[src/hw/ssm_cfg.svh]
/*
 * build-time sizes for the SSM step pipeline
 * data width, fraction bits, state length, head and channel counts
 */

`ifndef SSM_CFG_SVH
`define SSM_CFG_SVH

// ==========================================================================
// number format
// ==========================================================================

// signed Q4.12 word
`define SSM_DW      16

// products are shifted right by this many bits
`define SSM_FRAC    12

// ==========================================================================
// problem shape
// ==========================================================================

// state vector length, the N of the scan
`define SSM_N       4

// per-head dt, dA and D entries in the parameter table
`define SSM_HEADS   4

// channels per head, only sizes the channel tag
`define SSM_CHANS   8

`endif

[src/hw/ssm_pkg.sv]
/*
 * shared types for the SSM step pipeline
 * fixed-point word, state vector, config bundle, per-stage payloads
 */

`include "ssm_cfg.svh"

package ssm_pkg;

    typedef logic signed [`SSM_DW-1:0] fix_t;
    typedef fix_t [`SSM_N-1:0] state_vec_t;
    typedef logic [$clog2(`SSM_HEADS)-1:0] head_t;
    typedef logic [$clog2(`SSM_CHANS)-1:0] chan_t;

    // config index must address both a head and a state element
    localparam int CFG_IDX_W = ($clog2(`SSM_HEADS) > $clog2(`SSM_N)) ?
                               $clog2(`SSM_HEADS) : $clog2(`SSM_N);

    // ======================================================================
    // config port
    // ======================================================================

    typedef enum logic [1:0] {
        CFG_HEAD = 2'd0,
        CFG_B    = 2'd1,
        CFG_C    = 2'd2
    } cfg_op_t;

    // CFG_HEAD: val0 = dt, val1 = dA, val2 = D; B and C use val0 only
    typedef struct packed {
        cfg_op_t               op;
        logic [CFG_IDX_W-1:0]  idx;
        fix_t                  val0;
        fix_t                  val1;
        fix_t                  val2;
    } cfg_wr_t;

    // ======================================================================
    // stage payloads, in pipeline order
    // ======================================================================

    typedef struct packed {
        head_t      head;
        chan_t      chan;
        fix_t       x;
        state_vec_t h_prev;
    } ssm_in_t;

    typedef struct packed {
        ssm_in_t    item;
        fix_t       dt;
        fix_t       da;
        fix_t       d;
        state_vec_t b;
        state_vec_t c;
    } ssm_fetched_t;

    typedef struct packed {
        head_t      head;
        chan_t      chan;
        fix_t       x;
        fix_t       d;
        fix_t       da;
        state_vec_t h_prev;
        state_vec_t c;
        state_vec_t dbx;
    } ssm_dbx_t;

    typedef struct packed {
        head_t      head;
        chan_t      chan;
        fix_t       x;
        fix_t       d;
        state_vec_t c;
        state_vec_t h_next;
    } ssm_upd_t;

    typedef struct packed {
        head_t      head;
        chan_t      chan;
        fix_t       x;
        fix_t       d;
        fix_t       y_tmp;
        state_vec_t h_next;
    } ssm_red_t;

    typedef struct packed {
        head_t      head;
        chan_t      chan;
        fix_t       y;
        state_vec_t h_next;
    } ssm_out_t;

    // full-width product, arithmetic shift by the fraction, keep the low word
    function automatic fix_t fix_mul(input fix_t a, input fix_t b);
        logic signed [2*`SSM_DW-1:0] prod;
        logic signed [2*`SSM_DW-1:0] shifted;
        prod    = a * b;
        shifted = prod >>> `SSM_FRAC;
        return shifted[`SSM_DW-1:0];
    endfunction

endpackage

[src/hw/ssm_residual_add.sv]
/*
 * final stage: y = y_tmp + D*x, result presented to the caller
 */

`timescale 1ns/1ps
`include "ssm_cfg.svh"

module ssm_residual_add import ssm_pkg::*; (
    input  logic     clk,
    input  logic     rst,
    input  logic     in_valid,
    output logic     in_ready,
    input  ssm_red_t in_data,
    output logic     out_valid,
    input  logic     out_ready,
    output ssm_out_t out_data
);

    fix_t     skip;
    ssm_out_t next_data;

    // ======================================================================
    // skip term
    // ======================================================================

    assign skip = fix_mul(in_data.d, in_data.x);

    // x and D end here
    always_comb begin
        next_data.head   = in_data.head;
        next_data.chan   = in_data.chan;
        next_data.y      = in_data.y_tmp + skip;
        next_data.h_next = in_data.h_next;
    end

    // ======================================================================
    // output register
    // ======================================================================

    assign in_ready = !out_valid || out_ready;

    always_ff @(posedge clk or posedge rst) begin
        if (rst) begin
            out_valid <= 1'b0;
        end else if (in_ready) begin
            out_valid <= in_valid;
        end
    end

    always_ff @(posedge clk) begin
        if (in_valid && in_ready) begin
            out_data <= next_data;
        end
    end

endmodule

[config.mk]
export PLATFORM = sky130hd
export DESIGN_NAME = ssm_residual_add
export DESIGN_NICKNAME = d
export VERILOG_FILES = /design/src/hw/ssm_pkg.sv /design/src/hw/ssm_residual_add.sv
export VERILOG_INCLUDE_DIRS = /design/src /design/src/hw
export SDC_FILE = /design/constraint.sdc
export NUM_CORES = 1
export LEC_CHECK = 0
export BUFFER_PORTS_ARGS = -buffer_cell sky130_fd_sc_hd__buf_2
export CORE_MARGIN = 4
export CORE_UTILIZATION = 59
export CTS_CLUSTER_DIAMETER = 50
export CTS_CLUSTER_SIZE = 20
export DETAILED_ROUTE_END_ITERATION = 7
export PLACE_DENSITY = 0.85
export SETUP_SLACK_MARGIN = 0.05
export SYNTH_ARGS = -nofsm -noshare
export SYNTH_HDL_FRONTEND = slang
export SYNTH_SLANG_ARGS = --single-unit
[constraint.sdc]
create_clock -name clk -period 6.4 [get_ports clk]
set_input_delay 0 -clock clk [delete_from_list [all_inputs] [get_ports clk]]
set_output_delay 0 -clock clk [all_outputs]
set_load 0.005 [all_outputs]
After elaboration in Yosys (flattened, before gate mapping) --
Cells that the tools add are included.
Operators by class: $add $sub $neg 1, multiply operators 1, reductions and logical operators 3
Operators by type and width (number):
- multiplier 16 x 16 -> 28 bit | 1
- adder 16 bit | 1
- logical AND 1 bit | 1
- logical NOT 1 bit | 1
- logical OR 1 bit | 1
Storage, ports and cells: bits in registers 86, input bits 121, output and inout bits 87, logic and storage cells 13

Depth between registers and ports, before layout --
depth in word-level cells 3, gate-level depth with buffers 31, mapped depth without buffers 30

Worst setup path before layout --
No wires, ideal clock.
path type input to register, from in in_data[97] (netlist bit), to reg out_data[78] (netlist bit) (data pin), library setup time 137 ps, data arrival time 6713 ps, data required time 6263 ps, setup slack -451 ps, cell stages on the path 25, buffers on the path 1, cells stage by stage clkbuf_1 > nand2_1 > fa_1 > fa_1 > fa_1 > fa_1 > inv_1 > fa_1 > fa_1 > ha_1 > o21ai_0 > nor2_1 > a211oi_2 > and2b_2 > nor2_1 > xnor2_1 > fa_1 > a21o_1 > a21oi_1 > o21bai_1 > a21oi_1 > o21ai_0 > a41oi_1 > or4b_2 > nand4_1
RTL lines:
- from (decl) | RTL line ssm_residual_add.sv:13 | input ssm_red_t in_data,
- to (signal assigned) | RTL line ssm_residual_add.sv:52 | out_data <= next_data;
- to (decl) | RTL line ssm_residual_add.sv:16 | output ssm_out_t out_data

==> impl_metrics.csv <==
group,metric,value,unit
placement,place.detailed.hpwl,24150,um
route,drt_iter0_drc,470,
synthesis,synth_edf_count,85,
floorplanning,die_y,148.9,um
global_route,grt_pass1_wl,49870,um
synthesis,netlist_top_cells_count,"inv_1 (266), fa_1 (229), nand2_1 (131), and2_1 (114), ha_1 (90)",
placement,gp_congestion,0.9184,
timing,rsz0062_at_grt,"yes",
final_layout,fin_nets,1941,
floorplanning,placementRows,51,
synthesis,synth_area_leader_cell,"fa_1",
floorplanning,start_util,60.02,%
run_status,status,"finished with violations",
global_route,antenna_found_initial,1,
job,drv_cap,0,
clocking,cts_buffers,9,
placement,dp_cells,1669,
global_route,grt_use_met2,53.99,%
worst_setup_path,worst_path_max_delay_cell,"fa_1",
timing,worst_pin_slew,1.092,ns
floorplanning,core-area,19530,um^2
route,ant_nets,0,
global_route,grt_pass1_vias,10077,
synthesis,netlist_instances,1111,
floorplanning,die_w,148.9,um
floorplanning,num_io_pins,208,
run_status,violations,"negative setup slack",
clocking,cts_sinks,86,
route,drt-total-wl,32320,um
final_layout,layout-drive-gt1-share,27.95,%
synthesis,netlist_area,11720,um^2
timing,holdWs,0.06891,ns
timing,finalHoldViolations,0,
route,vias_per_cell,5.235,
route,route.detailed.drc,0,
final_layout,finalNonFillerCells,1772,
timing,slew_headroom,27.19,%
clocking,clk_latency,0.35,ns
worst_setup_path,critPathBufInv,5,
global_route,grt_util_met3,4.132,%
route,vias,9277,
worst_setup_path,crit_top_cell,"fa_1",
clocking,cts-root-buf,"clkbuf_16",
timing,setup_viol,3,
global_route,grt_start_max_net_pins,86,
synthesis,async_flop_share,1.163,%
min_path,hp-class,"input pin to asynchronous set/reset pin",
global_route,grt_usage,28.90,%
synthesis,synth_fp_nets,1551,
clocking,h-tree-depth,3,
timing,fin_crit,6.523,ns
synthesis,synthTopCellsByArea,"fa_1 (39%), edfxtp_1 (22%), ha_1 (9.6%)",
timing,setup_slack,-0.1230,ns
worst_setup_path,startpoint_type,"input pin",
global_route,grtUsageMet1,33.21,%
global_route,busiest_layer,"met2",
timing,skew,0.01205,ns
clocking,cts_max_path_buffers,2,
synthesis,ys_warn_count,0,
global_route,overflow,0,
worst_setup_path,crit_fanout,7,
synthesis,synth.most_common_cell,"inv_1",
clocking,clk_pin_slew,0.07,ns
timing,period_share,101.9,%
synthesis,yosysTopAreaCellShare,39.12,%
timing,drv_slew,0,
worst_setup_path,endpoint_kind,"flip-flop",
clocking,tritoncts,"done",
synthesis,synth.distinct_cells,43,
route,dr.pass1.iters,5,
synthesis,synth_ff_type,"edfxtp_1",
route,routedWlPerCell,18.24,um
floorplanning,die_area,22180,um^2
final_layout,syn2layout_area_growth,31.75,%
worst_setup_path,cp.required,6.61,ns
worst_setup_path,cp_top_family,"adder cells",
synthesis,yosysSeqAreaShare,21.99,%
worst_setup_path,path_class,"input pin to flip-flop",
synthesis,synth_seq_cells,86,
timing,max_freq,0.1533,GHz
worst_setup_path,max_stage_delay,0.60,ns
worst_setup_path,crit_arrival,6.73,ns
placement,io_buffers,207,
synthesis,syn_area_per_cell,10.55,um^2
## final timing paths
check	depth (start not counted)	startpoint	to	slack, ns
min in group clk	2	in_data[65]	out_data[65]$_DFFE_PP_	0.08
setup reg to reg	2	out_valid$_DFFE_PP0N_	out_data[3]$_DFFE_PP_	4.59
hold reg to reg	3	out_valid$_DFFE_PP0N_	out_valid$_DFFE_PP0N_	1.14
setup / recovery	29	in_data[84]	out_data[78]$_DFFE_PP_	-0.12
hold / removal	3	rst	out_valid$_DFFE_PP0N_	0.07
max in group asynchronous	3	rst	out_valid$_DFFE_PP0N_	6.24
## metal layers
metal | share of wire, % | vias to the layer above
li1 | - | 4130
met1 | 34 | 4623
met2 | 55 | 402
met3 | 6.2 | 122
met4 | 5.0 | 0
met5 | 0 | -
## registers in the layout, summed over array words and instances, names as in the netlist
| name | count |
|---|---|
| out_valid | 1 |
| out_data | 85 |
## logic make-up after synthesis
group / share of synthesized area (%)
AO/OA/AOI/OAI: 3.309
adder cells (fa/ha/maj): 48.72
flip-flops: 21.99
buffers and inverters: 9.544
XOR/XNOR: 3.662
AND/OR/NAND/NOR: 12.77
## stage by stage
stage	setup slack, ns	cell area (um^2)	utilization [%]	TNS, ns
floorplan	0.04786	11850	-	0
global placement	-0.2040	14010	71.74	-0.7807
detailed placement	-0.3802	14010	71.74	-1.834
CTS	0.04498	15120	77.45	0
global route	-0.2658	15440	79.08	-1.050
finish	-0.1230	15440	79.08	-0.1653
## repair_timing
item                                    in CTS  in global routing
buffers inserted                             3                 11
hold buffers                                73                  0
gates resized for setup                     19                 70
endpoints found under the setup margin       4                  7
hold endpoints to repair                    72                  0
cloned                                       0                  0
pin swaps                                   18                 44
## cell type report
class,instances,area (um^2)
Clock buffer,9,225.2
Timing Repair Buffer,410,2879
Tap cell,265,331.6
Multi-Input combinational cell,727,8348
Fill cell,1167,4085
Sequential cell,86,2577
Antenna cell,1,2.502
Clock inverter,7,75.07
Inverter,267,1002
## worst min-delay path, delay by kind of cell
family	cells	cell delay (ns)
buffers and inverters	3	0.72
## placed cells by master (no fill, tap or decap), types with 8 or more instances in the layout
cell type	n
inv_1	261
fa_1	223
buf_2	195
nand2_1	127
buf_4	120
and2_1	108
edfxtp_1	85
ha_1	83
dlygate4sd3_1	73
xnor2_1	36
nor2_1	17
buf_6	11
nand2b_1	10
xor2_1	10
clkbuf_16	9
a21oi_2	8
Power is not shown: default switching activity piles up to over one toggle a cycle in this logic, so the estimate is an artifact.
