--- src/hw/ssm_cfg.svh ---
/*
 * build-time sizes for the SSM step pipeline
 * data width, fraction bits, state length, head and channel counts
 */

`ifndef SSM_CFG_SVH
`define SSM_CFG_SVH

// ==========================================================================
// number format
// ==========================================================================

// signed Q4.12 word
`define SSM_DW      16

// products are shifted right by this many bits
`define SSM_FRAC    12

// ==========================================================================
// problem shape
// ==========================================================================

// state vector length, the N of the scan
`define SSM_N       4

// per-head dt, dA and D entries in the parameter table
`define SSM_HEADS   4

// channels per head, only sizes the channel tag
`define SSM_CHANS   8

`endif

--- src/hw/ssm_pkg.sv ---
/*
 * shared types for the SSM step pipeline
 * fixed-point word, state vector, config bundle, per-stage payloads
 */

`include "ssm_cfg.svh"

package ssm_pkg;

    typedef logic signed [`SSM_DW-1:0] fix_t;
    typedef fix_t [`SSM_N-1:0] state_vec_t;
    typedef logic [$clog2(`SSM_HEADS)-1:0] head_t;
    typedef logic [$clog2(`SSM_CHANS)-1:0] chan_t;

    // config index must address both a head and a state element
    localparam int CFG_IDX_W = ($clog2(`SSM_HEADS) > $clog2(`SSM_N)) ?
                               $clog2(`SSM_HEADS) : $clog2(`SSM_N);

    // ======================================================================
    // config port
    // ======================================================================

    typedef enum logic [1:0] {
        CFG_HEAD = 2'd0,
        CFG_B    = 2'd1,
        CFG_C    = 2'd2
    } cfg_op_t;

    // CFG_HEAD: val0 = dt, val1 = dA, val2 = D; B and C use val0 only
    typedef struct packed {
        cfg_op_t               op;
        logic [CFG_IDX_W-1:0]  idx;
        fix_t                  val0;
        fix_t                  val1;
        fix_t                  val2;
    } cfg_wr_t;

    // ======================================================================
    // stage payloads, in pipeline order
    // ======================================================================

    typedef struct packed {
        head_t      head;
        chan_t      chan;
        fix_t       x;
        state_vec_t h_prev;
    } ssm_in_t;

    typedef struct packed {
        ssm_in_t    item;
        fix_t       dt;
        fix_t       da;
        fix_t       d;
        state_vec_t b;
        state_vec_t c;
    } ssm_fetched_t;

    typedef struct packed {
        head_t      head;
        chan_t      chan;
        fix_t       x;
        fix_t       d;
        fix_t       da;
        state_vec_t h_prev;
        state_vec_t c;
        state_vec_t dbx;
    } ssm_dbx_t;

    typedef struct packed {
        head_t      head;
        chan_t      chan;
        fix_t       x;
        fix_t       d;
        state_vec_t c;
        state_vec_t h_next;
    } ssm_upd_t;

    typedef struct packed {
        head_t      head;
        chan_t      chan;
        fix_t       x;
        fix_t       d;
        fix_t       y_tmp;
        state_vec_t h_next;
    } ssm_red_t;

    typedef struct packed {
        head_t      head;
        chan_t      chan;
        fix_t       y;
        state_vec_t h_next;
    } ssm_out_t;

    // full-width product, arithmetic shift by the fraction, keep the low word
    function automatic fix_t fix_mul(input fix_t a, input fix_t b);
        logic signed [2*`SSM_DW-1:0] prod;
        logic signed [2*`SSM_DW-1:0] shifted;
        prod    = a * b;
        shifted = prod >>> `SSM_FRAC;
        return shifted[`SSM_DW-1:0];
    endfunction

endpackage

--- src/hw/ssm_output_reduce.sv ---
/*
 * output reduction stage: y_tmp = sum over n of h_next[n]*C[n]
 */

`timescale 1ns/1ps
`include "ssm_cfg.svh"

module ssm_output_reduce import ssm_pkg::*; (
    input  logic     clk,
    input  logic     rst,
    input  logic     in_valid,
    output logic     in_ready,
    input  ssm_upd_t in_data,
    output logic     out_valid,
    input  logic     out_ready,
    output ssm_red_t out_data
);

    // heap layout: leaves at N-1 .. 2N-2, root at 0
    fix_t     tree [2*`SSM_N-1];
    ssm_red_t next_data;

    // ======================================================================
    // products and adder tree
    // ======================================================================

    always_comb begin
        for (int n = 0; n < `SSM_N; n++) begin
            tree[`SSM_N-1+n] = fix_mul(in_data.h_next[n], in_data.c[n]);
        end
        // node i sums children 2i+1 and 2i+2, balanced for power-of-two N
        for (int i = `SSM_N-2; i >= 0; i--) begin
            tree[i] = tree[2*i+1] + tree[2*i+2];
        end
    end

    always_comb begin
        next_data.head   = in_data.head;
        next_data.chan   = in_data.chan;
        next_data.x      = in_data.x;
        next_data.d      = in_data.d;
        next_data.y_tmp  = tree[0];
        next_data.h_next = in_data.h_next;
    end

    // ======================================================================
    // output register
    // ======================================================================

    assign in_ready = !out_valid || out_ready;

    always_ff @(posedge clk or posedge rst) begin
        if (rst) begin
            out_valid <= 1'b0;
        end else if (in_ready) begin
            out_valid <= in_valid;
        end
    end

    always_ff @(posedge clk) begin
        if (in_valid && in_ready) begin
            out_data <= next_data;
        end
    end

endmodule

--- config.mk ---
export PLATFORM = sky130hd
export DESIGN_NAME = ssm_output_reduce
export DESIGN_NICKNAME = d
export VERILOG_FILES = /design/src/hw/ssm_pkg.sv /design/src/hw/ssm_output_reduce.sv
export VERILOG_INCLUDE_DIRS = /design/src /design/src/hw
export SDC_FILE = /design/constraint.sdc
export NUM_CORES = 2
export LEC_CHECK = 0
export CORE_ASPECT_RATIO = 1.4
export CORE_MARGIN = 10
export CORE_UTILIZATION = 40
export CTS_BUF_LIST = sky130_fd_sc_hd__clkbuf_2 sky130_fd_sc_hd__clkbuf_4 sky130_fd_sc_hd__clkbuf_8
export DETAILED_ROUTE_END_ITERATION = 10
export DONT_BUFFER_PORTS = 1
export HOLD_SLACK_MARGIN = 0.15
export SETUP_SLACK_MARGIN = 0.1
export SLEW_MARGIN = 20
export SYNTH_ARGS = -nofsm -noshare
export SYNTH_HDL_FRONTEND = slang
export SYNTH_SLANG_ARGS = --single-unit
--- constraint.sdc ---
create_clock -name clk -period 5.6 [get_ports clk]
set_input_delay 1.12 -clock clk [delete_from_list [all_inputs] [get_ports clk]]
set_output_delay 1.12 -clock clk [all_outputs]
set_load 0.1 [all_outputs]
# Word level (Yosys, flattened, before mapping)
# Index checks and enable logic that the tools add are counted.
# op_classes
add_sub_neg	3
n_reduce_logical	3
mul	4
# op_table
operator	count
$mul 16x16->28	4
$add 16x16->16	3
$logic_and 1x1->1	1
$logic_not 1->1	1
$logic_or 1x1->1	1
# totals
regBits	118
out_inout_bits	119
input_bits	169
wordCells	20

# Longest topological paths before layout
# logic_depth
depth_word	3
mapped_depth	39
depth_no_buf	38

# Worst setup path after synthesis
# Ideal clock, no wire load.
# synth_path
path_type	input -> register
startpoint	input port in_data[97] in the netlist's numbering
endpoint	register out_data[79] in the netlist's numbering (data pin)
path_slack_ns	-4.005
path_stages	33
t_required_ns	5.332
n_path_buf	1
arrival_time_ns	9.338
path_cell_list	clkbuf_1 nand2_1 fa_1 fa_1 fa_1 fa_1 inv_1 fa_1 fa_1 ha_1 a211o_1 o22ai_1 o21ba_2 a21oi_1 a21boi_0 a21oi_1 nor2b_1 o21a_1 nor2_1 xnor2_1 fa_1 fa_1 ha_1 o21ai_0 nand2b_1 o41ai_1 o21ai_0 nor4_1 a211o_1 o21ai_0 xnor2_1 xnor3_1 xnor3_1
# synth_rtl
element	line	source
start, declared	ssm_output_reduce.sv:13	input ssm_upd_t in_data,
end signal, assigned	ssm_output_reduce.sv:62	out_data <= next_data;
end, declared	ssm_output_reduce.sv:16	output ssm_red_t out_data

==> metrics.txt <==
Nets 5597; Die Width about 280 um; Ports 288; period utilisation layout 1.55; CP required 5960 ps; Finished Cell Area approximately 0.043 mm2; post-route antenna net violation count 0; crit end category flip-flop; post-route DRC violation count 0; Longest Clk Path Bufs 2; GRT Util Overall 0.192; row cnt 135; crit path launch type input port; Final setup violation count 16; status complete, but fails checks; failing checks negative setup slack; largest net degree at the start of global routing approximately 80; Yosys reg bits 118; dpl hpwl 84800 um; Worst path max stage delay roughly 550 ps; max-slew violations 0; RSZ-0062 raised after global routing yes; Yosys top cell area share 0.487; CTS root buffer clkbuf_8; CP Data Arrival Time 9010 ps; multi-input logic area 0.0314 mm2; Hold Path Stages 0; Mean Syn Cell Area between 9 and 10 um2; drt pass-1 iters 7; number of global-route vias before repair 29.7k; Max-Cap Viols 0; Area contributors post-synth fa_1 (49%), inv_1 (11%), ha_1 (10%); synthesized net count 5426; R2R setup slack between 2000 and 3000 ps; dominant synthesized flop cell edfxtp_1; Initial Utilization 0.402; Synth Instances 4004; remaining global-route overflow 0; DR vias 26.4k; Starting DRT DRC Count roughly 1.1k; CTS tree done; crit path kind input port to flip-flop; final core occ 0.448; post-synthesis cell area 0.0387 mm2; Worst Max-Slew Pin Slew 1130 ps; sequential element share of the synthesized area 0.0913; synthesis warning total 0; worst r2r src out_valid$_DFFE_PP0N_; Die Area 0.110 mm2; Worst Hold Path EP out_data[23]$_DFFE_PP_; final setup skew 21.9 ps; TritonCTS Buffers 17; Max Fclk 0.116 GHz; Rel. slew slack 0.250; wire per inst 18.4 um; terminus of the critical flop-to-flop path out_data[8]$_DFFE_PP_; Critical Path Most Common Cell fa_1; number of flops mapped to enable cells by yosys 117; final worst-path setup slack -3060 ps; ys async rst share 0.00847; clock-pin slew on the worst setup and hold paths 120 ps; slowest stage cell, crit path fa_1; min cycle time layout 8660 ps; Sink Count 118; initial antenna violation count 3; worst-skew pair later-pin latency 600 ps; count of different cell masters after synthesis 61; hold path start in_data[23]; vias per cell 4.80; Final GP Congestion 0.847; cell taking the most area after synthesis fa_1; critical path peak fanout 16; first-pass GRT wire length 164000 um; worst hold path type input port to flip-flop; final hold violation count 0; Area Growth Syn to Fin 11.4%; reg2reg path depth 4; depth of the CTS H-tree 4; Placed Area between 0.04 and 0.05 mm2; core region area roughly 0.096 mm2; share of cells above drive strength 1 0.105; Seq. cell area 0.00354 mm2; WL final 101000 um; PortBufs 0; die height about 390 um; FILL cells 9207
==> cells in the final DEF (no fill, tap or decap), drive strengths merged, types with 3 or more instances in the layout <==
cell type and instances:
nand3 10, xor2 29, clkinv 4, xnor2 116, a211o 3, a21boi 3, a211oi 4, buf 276
nor2b 12, or2 4, o21a 11, edfxtp 117, and3 5, o21ai 26, nor3 15, a21o 16
or2b 6, nor4 4, and2 462, a21oi 43, clkbuf 17, ha 311, nand4 10, fa 942
nor2 69, inv 1103, nand2 501, nand2b 31, diode 5
==> worst max path at each step <==
stage | startpoint | end | slack, ps | cells after the start
2_1_floorplan | in_data[118] | out_data[79]$_DFFE_PP_ | -3340 | 37
3_3_place_gp | in_data[116] | out_data[79]$_DFFE_PP_ | -3800 | 36
3_5_place_dp | in_data[84] | out_data[79]$_DFFE_PP_ | -3890 | 33
4_1_cts | in_data[84] | out_data[79]$_DFFE_PP_ | -3080 | 35
5_1_grt | in_data[55] | out_data[79]$_DFFE_PP_ | -3480 | 37
6_report | in_data[84] | out_data[79]$_DFFE_PP_ | -3060 | 35
==> synthesized netlist by cell type (all sizes together), types with 2 or more instances <==
cell and count:
inv 1094, fa 942, nand2 501, and2 462, ha 311, clkbuf 125
edfxtp 117, xnor2 116, nor2 69, a21oi 43, nand2b 31, xor2 29
o21ai 26, a21o 16, nor3 15, nor2b 12, o21a 11, nand3 10
nand4 10, or2b 6, and3 5, a211oi 4, nor4 4, or2 4
a211o 3, a21boi 3, a2111oi 2, a221oi 2, a31oi 2, and4 2
o2111ai 2, o211ai 2, o22ai 2, o41ai 2, or3 2, xnor3 2
==> logic make-up after synthesis <==
kind of cell | after synthesis | synth area share
adder cells (fa/ha/maj) | 1253 | 0.587
buffers and inverters | 1219 | 0.118
AND/OR/NAND/NOR | 1134 | 0.146
XOR/XNOR | 147 | 0.0339
AO/OA/AOI/OAI | 133 | 0.0232
flip-flops | 118 | 0.0913
==> repair_timing <==
item,CTS,global route
setup endpoints to repair,16,16
pin swaps,31,42
hold buffers,1,0
gates resized for setup,39,46
hold endpoints to repair,1,0
buffers inserted,9,8
==> cell type report <==
cell class,instances,area share
diodes,5,0.000290
repair buffers,277,0.0495
well taps,1301,0.0377
inverters,1094,0.0951
multi-input cells,2667,0.727
flip-flops and latches,118,0.0819
clock buffers,17,0.00542
clock inverters,15,0.00356
==> routing by layer <==
layer,vias up,GRT usage,routed length [um]
li1,11860,-,-
met1,13719,0.217,38400
met2,622,0.353,54600
met3,160,0.0357,5040
met4,0,0.0693,3190
met5,-,0,0
==> through the flow <==
step	hold WS, ps	setup TNS (ps)	instances	worst slack (ps)
after CTS	509	-31720	5485	-3080
after global placement	850	-42740	5444	-3800
after floorplan	849	-35650	4004	-3340
after detailed placement	851	-44300	5444	-3890
final	593	-33000	5494	-3060
after global routing	547	-36700	5491	-3480
==> critical path, delay by kind of cell <==
family / cells / cell delay (ps)
xor gates and xnor gates: 4 / 690
AOI/OAI and AO/OA: 9 / 1410
adders and majority gates: 10 / 4660
buffers and inverters: 7 / 530
and+or+nand+nor: 5 / 600
==> registers in the layout (all words and copies together), names as in the netlist <==
| signal | cells |
|---|---|
| out_valid | 1 |
| out_data | 117 |
Power is not shown: default switching activity piles up to over one toggle a cycle in this logic, so the estimate is an artifact.
