==> config.mk <==
export PLATFORM = sky130hd
export DESIGN_NAME = ssm_param_fetch
export DESIGN_NICKNAME = d
export VERILOG_FILES = /design/src/hw/ssm_pkg.sv /design/src/hw/ssm_param_fetch.sv
export VERILOG_INCLUDE_DIRS = /design/src /design/src/hw
export SDC_FILE = /design/constraint.sdc
export NUM_CORES = 1
export LEC_CHECK = 0
export BUFFER_PORTS_ARGS = -buffer_cell sky130_fd_sc_hd__buf_2
export CAP_MARGIN = 10
export CORE_ASPECT_RATIO = 0.6
export CORE_UTILIZATION = 35
export CTS_CLUSTER_DIAMETER = 200
export DETAILED_ROUTE_END_ITERATION = 10
export PLACE_DENSITY = 0.62
export REMOVE_ABC_BUFFERS = 1
export SETUP_SLACK_MARGIN = 0.15
export SLEW_MARGIN = 40
export SYNTH_ARGS = -nofsm -noshare
export SYNTH_HDL_FRONTEND = slang
export SYNTH_SLANG_ARGS = --single-unit
==> constraint.sdc <==
create_clock -name clk -period 14.9 [get_ports clk]
set_clock_uncertainty 0.2 [all_clocks]
set_input_delay 2.235 -clock clk [delete_from_list [all_inputs] [get_ports clk]]
set_output_delay 2.235 -clock clk [all_outputs]
set_load 0.01 [all_outputs]
==> src/hw/ssm_cfg.svh <==
/*
 * build-time sizes for the SSM step pipeline
 * data width, fraction bits, state length, head and channel counts
 */

`ifndef SSM_CFG_SVH
`define SSM_CFG_SVH

// ==========================================================================
// number format
// ==========================================================================

// signed Q4.12 word
`define SSM_DW      16

// products are shifted right by this many bits
`define SSM_FRAC    12

// ==========================================================================
// problem shape
// ==========================================================================

// state vector length, the N of the scan
`define SSM_N       4

// per-head dt, dA and D entries in the parameter table
`define SSM_HEADS   4

// channels per head, only sizes the channel tag
`define SSM_CHANS   8

`endif

==> src/hw/ssm_pkg.sv <==
/*
 * shared types for the SSM step pipeline
 * fixed-point word, state vector, config bundle, per-stage payloads
 */

`include "ssm_cfg.svh"

package ssm_pkg;

    typedef logic signed [`SSM_DW-1:0] fix_t;
    typedef fix_t [`SSM_N-1:0] state_vec_t;
    typedef logic [$clog2(`SSM_HEADS)-1:0] head_t;
    typedef logic [$clog2(`SSM_CHANS)-1:0] chan_t;

    // config index must address both a head and a state element
    localparam int CFG_IDX_W = ($clog2(`SSM_HEADS) > $clog2(`SSM_N)) ?
                               $clog2(`SSM_HEADS) : $clog2(`SSM_N);

    // ======================================================================
    // config port
    // ======================================================================

    typedef enum logic [1:0] {
        CFG_HEAD = 2'd0,
        CFG_B    = 2'd1,
        CFG_C    = 2'd2
    } cfg_op_t;

    // CFG_HEAD: val0 = dt, val1 = dA, val2 = D; B and C use val0 only
    typedef struct packed {
        cfg_op_t               op;
        logic [CFG_IDX_W-1:0]  idx;
        fix_t                  val0;
        fix_t                  val1;
        fix_t                  val2;
    } cfg_wr_t;

    // ======================================================================
    // stage payloads, in pipeline order
    // ======================================================================

    typedef struct packed {
        head_t      head;
        chan_t      chan;
        fix_t       x;
        state_vec_t h_prev;
    } ssm_in_t;

    typedef struct packed {
        ssm_in_t    item;
        fix_t       dt;
        fix_t       da;
        fix_t       d;
        state_vec_t b;
        state_vec_t c;
    } ssm_fetched_t;

    typedef struct packed {
        head_t      head;
        chan_t      chan;
        fix_t       x;
        fix_t       d;
        fix_t       da;
        state_vec_t h_prev;
        state_vec_t c;
        state_vec_t dbx;
    } ssm_dbx_t;

    typedef struct packed {
        head_t      head;
        chan_t      chan;
        fix_t       x;
        fix_t       d;
        state_vec_t c;
        state_vec_t h_next;
    } ssm_upd_t;

    typedef struct packed {
        head_t      head;
        chan_t      chan;
        fix_t       x;
        fix_t       d;
        fix_t       y_tmp;
        state_vec_t h_next;
    } ssm_red_t;

    typedef struct packed {
        head_t      head;
        chan_t      chan;
        fix_t       y;
        state_vec_t h_next;
    } ssm_out_t;

    // full-width product, arithmetic shift by the fraction, keep the low word
    function automatic fix_t fix_mul(input fix_t a, input fix_t b);
        logic signed [2*`SSM_DW-1:0] prod;
        logic signed [2*`SSM_DW-1:0] shifted;
        prod    = a * b;
        shifted = prod >>> `SSM_FRAC;
        return shifted[`SSM_DW-1:0];
    endfunction

endpackage

==> src/hw/ssm_param_fetch.sv <==
/*
 * parameter table with config write port
 * first pipeline stage, attaches head parameters and B, C to each item
 */

`timescale 1ns/1ps
`include "ssm_cfg.svh"

module ssm_param_fetch import ssm_pkg::*; (
    input  logic         clk,
    input  logic         rst,
    input  logic         cfg_valid,
    input  cfg_wr_t      cfg,
    input  logic         in_valid,
    output logic         in_ready,
    input  ssm_in_t      in_data,
    output logic         out_valid,
    input  logic         out_ready,
    output ssm_fetched_t out_data
);

    // per-head scalars
    fix_t dt_tab [`SSM_HEADS];
    fix_t da_tab [`SSM_HEADS];
    fix_t d_tab  [`SSM_HEADS];

    // shared across heads
    state_vec_t b_vec;
    state_vec_t c_vec;

    // ======================================================================
    // config writes
    // ======================================================================

    always_ff @(posedge clk or posedge rst) begin
        if (rst) begin
            for (int i = 0; i < `SSM_HEADS; i++) begin
                dt_tab[i] <= '0;
                da_tab[i] <= '0;
                d_tab[i]  <= '0;
            end
            b_vec <= '0;
            c_vec <= '0;
        end else if (cfg_valid) begin
            case (cfg.op)
                CFG_HEAD: begin
                    dt_tab[cfg.idx] <= cfg.val0;
                    da_tab[cfg.idx] <= cfg.val1;
                    d_tab[cfg.idx]  <= cfg.val2;
                end
                CFG_B:   b_vec[cfg.idx] <= cfg.val0;
                CFG_C:   c_vec[cfg.idx] <= cfg.val0;
                default: ;
            endcase
        end
    end

    // ======================================================================
    // fetch stage
    // ======================================================================

    assign in_ready = !out_valid || out_ready;

    always_ff @(posedge clk or posedge rst) begin
        if (rst) begin
            out_valid <= 1'b0;
        end else if (in_ready) begin
            out_valid <= in_valid;
        end
    end

    // item keeps the parameters it saw here, later writes do not reach it
    always_ff @(posedge clk) begin
        if (in_valid && in_ready) begin
            out_data.item <= in_data;
            out_data.dt   <= dt_tab[in_data.head];
            out_data.da   <= da_tab[in_data.head];
            out_data.d    <= d_tab[in_data.head];
            out_data.b    <= b_vec;
            out_data.c    <= c_vec;
        end
    end

endmodule

# After elaboration in Yosys (flattened, before gate mapping)
# Cells that the tools add are included.
# totals
regBits,582
inputBits,142
out_inout_bits,263
word_cells,75
# op_classes
magnitude_cmp,5
n_eq_ne,2
muxes,18
n_bitwise,2
reduce_logical,9
# op_table
cell,n
$bwmux W64,5
$mux W16,8
$bmux W16 S2,3
$demux W16 S2,2
$ge A3 B3 Y1 const B,2
$not A2 Y3,2
$reduce_and A2 Y1,3
$logic_and A1 B1 Y1,3
$lt A2 B3 Y1 const B,1
$lt A3 B1 Y1 const B,1
$eq A2 B1 Y1 const B,1
$eq A2 B2 Y1 const B,1
$ge A2 B1 Y1 const B,1
$logic_not A2 Y1,1
$logic_not A1 Y1,1
$logic_or A1 B1 Y1,1

# Logic depth before layout (Yosys ltp)
# logic_depth
depth_word,6
ltp_mapped,5
mapped_depth_nobuf,3

# Least setup slack after synthesis
# No wires, ideal clock.
# synth_path
path_type,in2reg
start,input out_ready
end,register out_data[0] (netlist name) (enable)
setup_ns,0.656
arrival_ns,8.387
required_ns,14.044
setup_slack_ns,5.657
path_stages,2
n_path_buf,0
cell_sequence,nand2b_1 -> and2_1
# synth_via
elab_chain_cells,2
# synth_lines
element,line_no,rtl
from (decl),ssm_param_fetch.sv:18,"input logic out_ready,"
$logic_or A1 B1 Y1,ssm_param_fetch.sv:62,assign in_ready = !out_valid || out_ready;
$logic_and A1 B1 Y1,ssm_param_fetch.sv:74,if (in_valid && in_ready) begin
to (decl),ssm_param_fetch.sv:19,output ssm_fetched_t out_data
# No other way between the ends.
# A chain may end at the register's enable or synchronous reset.

# Worst setup path after layout
# layout_path
start,input out_ready
end,output in_ready
# layout_via
elab_chain_cells,1
# layout_lines
element,line_no,rtl
$logic_or A1 B1 Y1,ssm_param_fetch.sv:62,
to (decl),ssm_param_fetch.sv:15,"output logic in_ready,"
# No other way between the ends.

==> flow_summary.ini <==
[setup_path]
crit_path_cell_trace = buf_2 -> nand2b_1 -> buf_2
arrival_ns = 2.67
path_max_fanout = 3
crit_path_end_kind = primary output
r2r_end = out_data[212]$_DFFE_PP_
startpoint = out_ready
r2r_cells = 4
crit_slowest_cell = nand2b_1
r2r_start = out_valid$_DFFE_PP0P_
crit_top_cell = buf_2
path_class = input port to primary output
cp.required_ns = 12.47
r2r_setup_slack_ns = 12.24
crit_path_max_incr_delay_ns = 0.18
critPathBufInv = 2
cp_top_family = buffers and inverters
crit_path_start_kind = input port

[cts]
clock_latency_ns = 0.60
cts_hold_buffers = 0
cts_repair_resize_count = 0
clk_pin_slew_worst_paths_ns = 0.06
clock_path_buffers = 3
cts_tree = done
ctsHtreeMaxLevel = 2
numCtsBuffers = 54
root_buffer = clkbuf_16
cts.sinks = 582
post_cts_buffers = 0

[synth]
synth_area_leaders = dfrtp_1, edfxtp_1, mux2_2
syn_area_per_cell_um2 = 20.61
synth_seq_cells = 582
synth_top_area_frac = 0.3795
synthCells = 1027
ys_seq_area_frac = 0.7497
ys_types = 21
synth_top_area_cell = dfrtp_1
yosys_warnings = 0
synth_area_um2 = 21170

[drt]
drt-initial-drc-count = 566
firstDrtPassIters = 4
dr_total_vias = 10780
wirelength_mm = 46.32
route.detailed.drc = 0
ant_nets = 0
wl_per_cell_um = 20.31
via_per_inst = 4.725

[sta]
timing.final.max_slew_violations = 0
tns_ns = 0
finalHoldWorstSlack_ns = 0.2379
period_needed_ns = 5.104
maxSlewHeadroom = 0.4987
finalSetupViolCount = 0
rsz0062_at_grt = false
hold_viol = 0
worst_pin_slew_ns = 0.7502
fin_crit_sh = 0.3426
max_freq_mhz = 195.9

[pwr]
seqPwrFrac = 0.529
combPwrFrac = 0.118
leakage_uw = 0.01113
ir_drop_v = 0.00007904
power_frac_clock = 0.353
switchingPower_uw = 913.8
p_int_uw = 3094
p_per_area_nw_per_um2 = 153.9
p_sw_frac = 0.2280

[final_layout]
drive_gt1_frac = 0.5845
layout_common_cells = buf_2, dfrtp_1, edfxtp_1
areaGrowthSynthToFinish_pct = 22.99
nets = 1594
mostFrequentLayoutCell = buf_2
fin_area_um2 = 26040

[die]
io_pins = 405
core-area_um2 = 59480
die_h_um = 192.5
die_w_um = 319.5
initial_core_util = 0.3559
placementRows = 69
die-area_um2 = 61500

[global_route]
met3_usage = 0.04198
grt_overflow = 0
use_met2 = 0.2278
antenna_found_initial = 5
busiest_layer = met2
grt_pass1_wl_mm = 69.48
grt_max_degree = 163
grt_pass1_vias = 11240
track_usage = 0.1493
globalRouteMet1Util = 0.2086

[worst_hold_path]
min_to = out_data[63]$_DFFE_PP_
hold_path_class = register to register
hold_depth = 0
hp-start = c_vec[63]$_DFFE_PP0P_

[placement]
gp_congestion = 0.7274
place_hpwl_mm = 28.89
placed_area_um2 = 24190
io_buffers = 404

[job]
drv_cap = 0

[run_status]
status = completed
cell families after synthesis:
kind of cell           share of synthesized area
buffers and inverters                    0.01353
DFF                                       0.7497
muxes                                     0.2302
and+or+nand+nor                         0.006620
synth_stat cells, drive strengths merged:
cell,instances
dfrtp,321
clkbuf,20
inv,1
or3,3
nor2,7
edfxtp,261
mux2,320
nand2,1
nor3b,1
buf,34
nand2b,4
and2,1
nand3,1
mux4,48
nand3b,4
flip-flops by register name, indices dropped and copies added (netlist names):
| signal | count |
|---|---|
| out_data | 261 |
| b_vec | 64 |
| c_vec | 64 |
| d_tab | 64 |
| da_tab | 64 |
| dt_tab | 64 |
| out_valid | 1 |
power by group through the flow:
stage	Clock, uW	Combinational (uW)	Sequential, uW
2_1_floorplan	0	285	2160
3_3_place_gp	0	462	2140
3_5_place_dp	0	480	2150
4_1_cts	1460	481	2120
5_1_grt	1530	514	2150
6_report	1420	472	2120
worst max path at each step:
stage / end / cells past startpoint
after CTS: in_ready / 3
after detailed placement: in_ready / 3
final: in_ready / 3
after floorplan: b_vec[0]$_DFFE_PP0P_ / 1
after global placement: in_ready / 3
after global routing: in_ready / 3
through the flow:
step                setup slack (ns)    util  total power (uW)  std cells
global placement               9.789  0.4043              2600       2170
finish                         9.796  0.4377              4008       2281
global route                   9.768  0.4376              4194       2279
floorplan                      3.580       -              2444        973
detailed placement             9.793  0.4066              2630       2176
CTS                            9.790  0.4370              4066       2277
routing by layer:
layer	vias up	wire (um)
met5	-	22
met4	4	895
met3	66	2786
met2	280	21450
met1	5681	21170
li1	4746	-
cell type report:
| class | count | area, um2 |
|---|---|---|
| Fill cell | 5217 | 33450 |
| Antenna cell | 3 | 7.507 |
| Clock inverter | 23 | 277.8 |
| Inverter | 1 | 16.27 |
| Tap cell | 781 | 977.2 |
| Clock buffer | 78 | 1533 |
| Timing Repair Buffer | 423 | 2285 |
| Sequential cell | 582 | 15870 |
| Multi-Input combinational cell | 390 | 5069 |
No activity file was read; power rests on OpenSTA's default activity.
