`src/hw/ssm_cfg.svh`:
```
/*
 * build-time sizes for the SSM step pipeline
 * data width, fraction bits, state length, head and channel counts
 */

`ifndef SSM_CFG_SVH
`define SSM_CFG_SVH

// ==========================================================================
// number format
// ==========================================================================

// signed Q4.12 word
`define SSM_DW      16

// products are shifted right by this many bits
`define SSM_FRAC    12

// ==========================================================================
// problem shape
// ==========================================================================

// state vector length, the N of the scan
`define SSM_N       4

// per-head dt, dA and D entries in the parameter table
`define SSM_HEADS   4

// channels per head, only sizes the channel tag
`define SSM_CHANS   8

`endif

```
`src/hw/ssm_pkg.sv`:
```
/*
 * shared types for the SSM step pipeline
 * fixed-point word, state vector, config bundle, per-stage payloads
 */

`include "ssm_cfg.svh"

package ssm_pkg;

    typedef logic signed [`SSM_DW-1:0] fix_t;
    typedef fix_t [`SSM_N-1:0] state_vec_t;
    typedef logic [$clog2(`SSM_HEADS)-1:0] head_t;
    typedef logic [$clog2(`SSM_CHANS)-1:0] chan_t;

    // config index must address both a head and a state element
    localparam int CFG_IDX_W = ($clog2(`SSM_HEADS) > $clog2(`SSM_N)) ?
                               $clog2(`SSM_HEADS) : $clog2(`SSM_N);

    // ======================================================================
    // config port
    // ======================================================================

    typedef enum logic [1:0] {
        CFG_HEAD = 2'd0,
        CFG_B    = 2'd1,
        CFG_C    = 2'd2
    } cfg_op_t;

    // CFG_HEAD: val0 = dt, val1 = dA, val2 = D; B and C use val0 only
    typedef struct packed {
        cfg_op_t               op;
        logic [CFG_IDX_W-1:0]  idx;
        fix_t                  val0;
        fix_t                  val1;
        fix_t                  val2;
    } cfg_wr_t;

    // ======================================================================
    // stage payloads, in pipeline order
    // ======================================================================

    typedef struct packed {
        head_t      head;
        chan_t      chan;
        fix_t       x;
        state_vec_t h_prev;
    } ssm_in_t;

    typedef struct packed {
        ssm_in_t    item;
        fix_t       dt;
        fix_t       da;
        fix_t       d;
        state_vec_t b;
        state_vec_t c;
    } ssm_fetched_t;

    typedef struct packed {
        head_t      head;
        chan_t      chan;
        fix_t       x;
        fix_t       d;
        fix_t       da;
        state_vec_t h_prev;
        state_vec_t c;
        state_vec_t dbx;
    } ssm_dbx_t;

    typedef struct packed {
        head_t      head;
        chan_t      chan;
        fix_t       x;
        fix_t       d;
        state_vec_t c;
        state_vec_t h_next;
    } ssm_upd_t;

    typedef struct packed {
        head_t      head;
        chan_t      chan;
        fix_t       x;
        fix_t       d;
        fix_t       y_tmp;
        state_vec_t h_next;
    } ssm_red_t;

    typedef struct packed {
        head_t      head;
        chan_t      chan;
        fix_t       y;
        state_vec_t h_next;
    } ssm_out_t;

    // full-width product, arithmetic shift by the fraction, keep the low word
    function automatic fix_t fix_mul(input fix_t a, input fix_t b);
        logic signed [2*`SSM_DW-1:0] prod;
        logic signed [2*`SSM_DW-1:0] shifted;
        prod    = a * b;
        shifted = prod >>> `SSM_FRAC;
        return shifted[`SSM_DW-1:0];
    endfunction

endpackage

```
`src/hw/ssm_state_update.sv`:
```
/*
 * state update stage: h_next[n] = h_prev[n]*dA + dbx[n]
 */

`timescale 1ns/1ps
`include "ssm_cfg.svh"

module ssm_state_update import ssm_pkg::*; (
    input  logic     clk,
    input  logic     rst,
    input  logic     in_valid,
    output logic     in_ready,
    input  ssm_dbx_t in_data,
    output logic     out_valid,
    input  logic     out_ready,
    output ssm_upd_t out_data
);

    state_vec_t h_next;
    ssm_upd_t   next_data;

    // ======================================================================
    // datapath
    // ======================================================================

    // all N lanes in parallel, the sum wraps at the word width
    always_comb begin
        for (int n = 0; n < `SSM_N; n++) begin
            h_next[n] = fix_mul(in_data.h_prev[n], in_data.da) + in_data.dbx[n];
        end
    end

    always_comb begin
        next_data.head   = in_data.head;
        next_data.chan   = in_data.chan;
        next_data.x      = in_data.x;
        next_data.d      = in_data.d;
        next_data.c      = in_data.c;
        next_data.h_next = h_next;
    end

    // ======================================================================
    // output register
    // ======================================================================

    assign in_ready = !out_valid || out_ready;

    always_ff @(posedge clk or posedge rst) begin
        if (rst) begin
            out_valid <= 1'b0;
        end else if (in_ready) begin
            out_valid <= in_valid;
        end
    end

    always_ff @(posedge clk) begin
        if (in_valid && in_ready) begin
            out_data <= next_data;
        end
    end

endmodule

```
`config.mk`:
```
export PLATFORM = sky130hd
export DESIGN_NAME = ssm_state_update
export DESIGN_NICKNAME = d
export VERILOG_FILES = /design/src/hw/ssm_pkg.sv /design/src/hw/ssm_state_update.sv
export VERILOG_INCLUDE_DIRS = /design/src /design/src/hw
export SDC_FILE = /design/constraint.sdc
export NUM_CORES = 2
export LEC_CHECK = 0
export BUFFER_PORTS_ARGS = -buffer_cell sky130_fd_sc_hd__buf_4
export CORE_ASPECT_RATIO = 0.75
export CORE_MARGIN = 5
export CORE_UTILIZATION = 57
export DETAILED_ROUTE_END_ITERATION = 10
export GPL_TIMING_DRIVEN = 0
export PLACE_DENSITY_LB_ADDON = 0.3
export SYNTH_ARGS = -nofsm -noshare
export SYNTH_HDL_FRONTEND = slang
export SYNTH_SLANG_ARGS = --single-unit
```
`constraint.sdc`:
```
create_clock -name clk -period 4.59 [get_ports clk]
set_input_delay 0.2295 -clock clk [delete_from_list [all_inputs] [get_ports clk]]
set_output_delay 0.2295 -clock clk [all_outputs]
set_load 0.05 [all_outputs]
```
-- After elaboration in Yosys (flattened, before gate mapping)
Index checks and enable logic that the tools add are counted.
Widths: inputs -> output; s select.
- memories kept: 0
- output and inout port bits: 167
- word-level logic and storage cells: 24
- latch bits: 0
- memory bits (writable): 0
- bits in read-only memories: 0
- register bits after elaboration: 166
- div/mod/pow operators: 0
- $mul: 4
- reductions and logical operators: 3
- bitwise operators: 0
- shift-type cells: 0
- $add $sub $neg: 4
- equal/unequal tests: 0
- multiplexer cells: 0
- magnitude comparators: 0
- operators by type and width (cell ; count):
    $mul 16x16->28 ; 4
    $add 16x16->16 ; 4
    $logic_and 1x1->1 ; 1
    $logic_not 1->1 ; 1
    $logic_or 1x1->1 ; 1

-- Depth between registers and ports, before layout
- word-level depth: 3
- gate-level depth with buffers: 36
- depth with buffers taken out: 34

-- Least setup slack after synthesis
Ideal clock, no wire load.
- path kind: input port to flip-flop
- start: in in_data[194] in the netlist's numbering
- end: reg out_data[31] in the netlist's numbering (data pin)
- path slack: -2.719 ns
- setup time: 0.258 ns
- stages on the path: 33
- required time: 4.332 ns
- buffers on the path: 2
- arrival: 7.052 ns
- cells stage by stage: clkbuf_1 -> clkbuf_1 -> nand2_1 -> fa_1 -> fa_1 -> inv_1 -> ha_1 -> inv_1 -> fa_1 -> inv_1 -> fa_1 -> inv_1 -> fa_1 -> inv_1 -> ha_1 -> and3_1 -> a221oi_1 -> o21ai_0 -> and2_1 -> o21a_1 -> nor2_1 -> xnor2_1 -> ha_1 -> a21o_1 -> a21oi_1 -> o21bai_1 -> a21oi_2 -> o21bai_1 -> a211oi_2 -> o21bai_1 -> o311a_1 -> o41a_1 -> xnor2_1
- RTL lines (what ; line ; RTL):
    start, declared ; ssm_state_update.sv:13 ; input ssm_dbx_t in_data,
    end signal, assigned ; ssm_state_update.sv:58 ; out_data <= next_data;
    end, declared ; ssm_state_update.sv:16 ; output ssm_upd_t out_data

==> results.py <==
metrics = {
    "logic_synthesis": {
        "yosys_warnings": 0,
        "syn-instance-count": 4267,
        "synth_top_family_by_area": "adder cells",
        "synth_nets": 5792,
        "synth-edff-count": 165,
        "synthXorXnorAreaFrac": 0.0399,
        "synth-main-ff-cell": "edfxtp_1",
        "synthMuxAreaShare": 0,
        "yosysTopAreaCellShare": 0.442,
        "syn_area_per_cell_um2": 9.72,
        "synth_compound_area_frac": 0.0349,
        "synthAdderAreaFrac": 0.551,
        "synthSimpleGateAreaFrac": 0.142,
        "synth_area_leader_cell": "fa_1",
        "synth-seq-cells": 166,
        "yosys-top-cells-area": "fa_1, edfxtp_1, ha_1, inv_1, and2_1",
        "synthArstFlopShare": 0.00602,
        "ys_seq_area_frac": 0.120,
        "synth_area_mm2": 0.0415,
        "synth.distinct_cells": 67,
    },
    "placed_design": {
        "place_area_mm2": 0.0462,
        "routabilityCongestion": 0.995,
        "dp.cells": 5632,
        "port_buffers": 405,
        "hpwl_um": 103000,
    },
    "min_path": {
        "min_from": "in_data[48]",
        "hold_depth": 2,
        "whs_endpoint": "out_data[48]",
        "hp-class": "input port to flip-flop",
    },
    "critical_path": {
        "critPathRequiredTime_ns": 4.85,
        "crit_arrival_ns": 7.45,
        "cp_slowest_cell": "fa_1",
        "critPathCaptureType": "flip-flop",
        "crit_fanout": 7,
        "startpoint_type": "input port",
        "ff2ff_path_depth": 3,
        "cp_slowest_stage_delay_ns": 0.54,
        "cpMostUsedCell": "fa_1",
        "crit_type": "input port to flip-flop",
        "worstReg2RegEnd": "out_data[57]",
        "r2r_slack_ns": 2.44,
        "r2r_start": "out_valid",
    },
    "floorplanning": {
        "rows": 85,
        "dieWidth_um": 321,
        "die_area_mm2": 0.0783,
        "initial_utilization": 0.577,
        "placeableCoreArea_mm2": 0.0719,
        "die_h_um": 244,
        "ios": 416,
    },
    "clock_tree": {
        "htree_levels": 4,
        "cts_root_buf": "clkbuf_16",
        "clkSlewWorstSetupHoldPaths_ns": 0.08,
        "cts_tree": "done",
        "clk_latency_ns": 0.53,
        "cts.sinks": 166,
        "cts_made_buffers": 17,
        "clock_path_buffers": 2,
    },
    "global_routing": {
        "antenna_found_initial": 18,
        "grt_overflow": 0,
        "grt_pass1_vias": 34566,
        "grt_max_degree": 61,
        "track_usage": 0.344,
        "grt_first_pass_wirelength_um": 202000,
    },
    "sta": {
        "worst_pin_slew_ns": 1.20,
        "fin_worst_skew_ns": 0.0195,
        "drv_slew": 0,
        "setup_tns_ns": -102.46,
        "hold_viol": 0,
        "relSlewSlack": 0.200,
        "fin_ws_ns": -2.59,
        "period_share": 1.56,
        "fin_crit_ns": 7.18,
        "fmaxAchievable_mhz": 139,
        "rsz0062_at_grt": "true",
        "finalSetupViolations": 64,
    },
    "detailed_routing": {
        "dr.pass1.iters": 6,
        "via_per_inst": 5.49,
        "antenna_left": 0,
        "detail_route.wl_per_cell_um": 22.7,
        "wl_met1_um": 49600,
        "drc": 0,
        "top_layer_used": "met5",
        "vias": 32563,
        "routed-wl-met2_um": 58800,
        "drt_iter0_markers": 2799,
        "drt-total-wl_um": 135000,
        "wl_met3_um": 18800,
    },
    "status": {
        "violations": "setup timing",
        "status": "finished, violations left",
    },
    "job": {
        "max_cap_viol_count": 0,
    },
    "layout": {
        "design_area_mm2": 0.0514,
        "fin_nets": 6463,
        "area_growth_pct": 24.0,
        "finalNonFillerCells": 5926,
        "fill_cells": 5294,
        "final_cell_mix": "inv_1, fa_1, buf_4",
        "drive_gt1_frac": 0.200,
        "mostFrequentLayoutCell": "inv_1",
    },
}
[sequential cells by signal, summed over array words and instances (netlist names)]
name       count
out_data     165
out_valid      1
[Yosys cell counts (37+ instances only)]
master	count
inv_1	1068
and2_1	457
nor2_1	90
edfxtp_1	165
fa_1	916
xor2_1	46
xnor2_1	143
nand2b_1	37
clkbuf_1	166
a21oi_1	68
nand2_1	515
ha_1	360
[final cells by class]
type | instances | area, um^2 | share of cell area
inverter | 1069 | 4020 | 0.0781
antenna | 18 | 45.0 | 0.000876
buffer | 167 | 2020 | 0.0392
multi-input combinational | 2862 | 33100 | 0.644
clock buffer | 17 | 425 | 0.00827
sequential | 166 | 4980 | 0.0968
clock inverter | 15 | 163 | 0.00316
timing repair buffer | 655 | 5460 | 0.106
tap | 957 | 1200 | 0.0233
[critical path, delay by kind of cell]
kind / cells / cell delay [ns]
buf+inv: 8 / 0.64
simple gates: 4 / 0.60
xor+xnor: 2 / 0.30
fa+ha+maj: 8 / 3.13
compound gates: 12 / 2.55
[cell families (layout without fill, tap and decap cells)]
kind of cell / count (synthesis) / after routing
fa+ha+maj: 1276 / 1276
buf+inv: 1239 / 1923
simple gates: 1188 / 1188
compound gates: 209 / 209
xor+xnor: 189 / 189
flops: 166 / 166
other cells: 0 / 18
[worst max path at each step]
stage	start	to	slack, ns	cells after the start
2_1_floorplan	in_data[196]	out_data[31]	-2.49	34
3_3_place_gp	in_data[206]	out_data[47]	-4.00	27
3_5_place_dp	in_data[203]	out_data[63]	-4.02	28
4_1_cts	in_data[196]	out_data[31]	-2.42	30
5_1_grt	in_data[196]	out_data[31]	-2.76	34
6_report	in_data[196]	out_data[31]	-2.59	34
[through the flow]
stage,setup slack [ns],hold slack (ns),util
floorplan,-2.49,-0.0418,-
global placement,-4.00,0.111,0.642
detailed placement,-4.02,0.123,0.643
CTS,-2.42,0.00310,0.699
global route,-2.76,0.00738,0.715
finish,-2.59,0.0196,0.715
[metal layers]
metal	up-vias	GRT usage
li1	13916	-
met1	16156	0.452
met2	2011	0.506
met3	474	0.139
met4	6	0.153
met5	-	0
[repair_timing]
action                     CTS  global route
setup endpoints to repair   64            64
hold endpoints to repair   104             1
pin swaps                  117           161
buffers inserted           101            63
gates cloned                 1             0
hold buffers               104             1
gates resized for setup    425           187
Power is not shown: default switching activity piles up to over one toggle a cycle in this logic, so the estimate is an artifact.
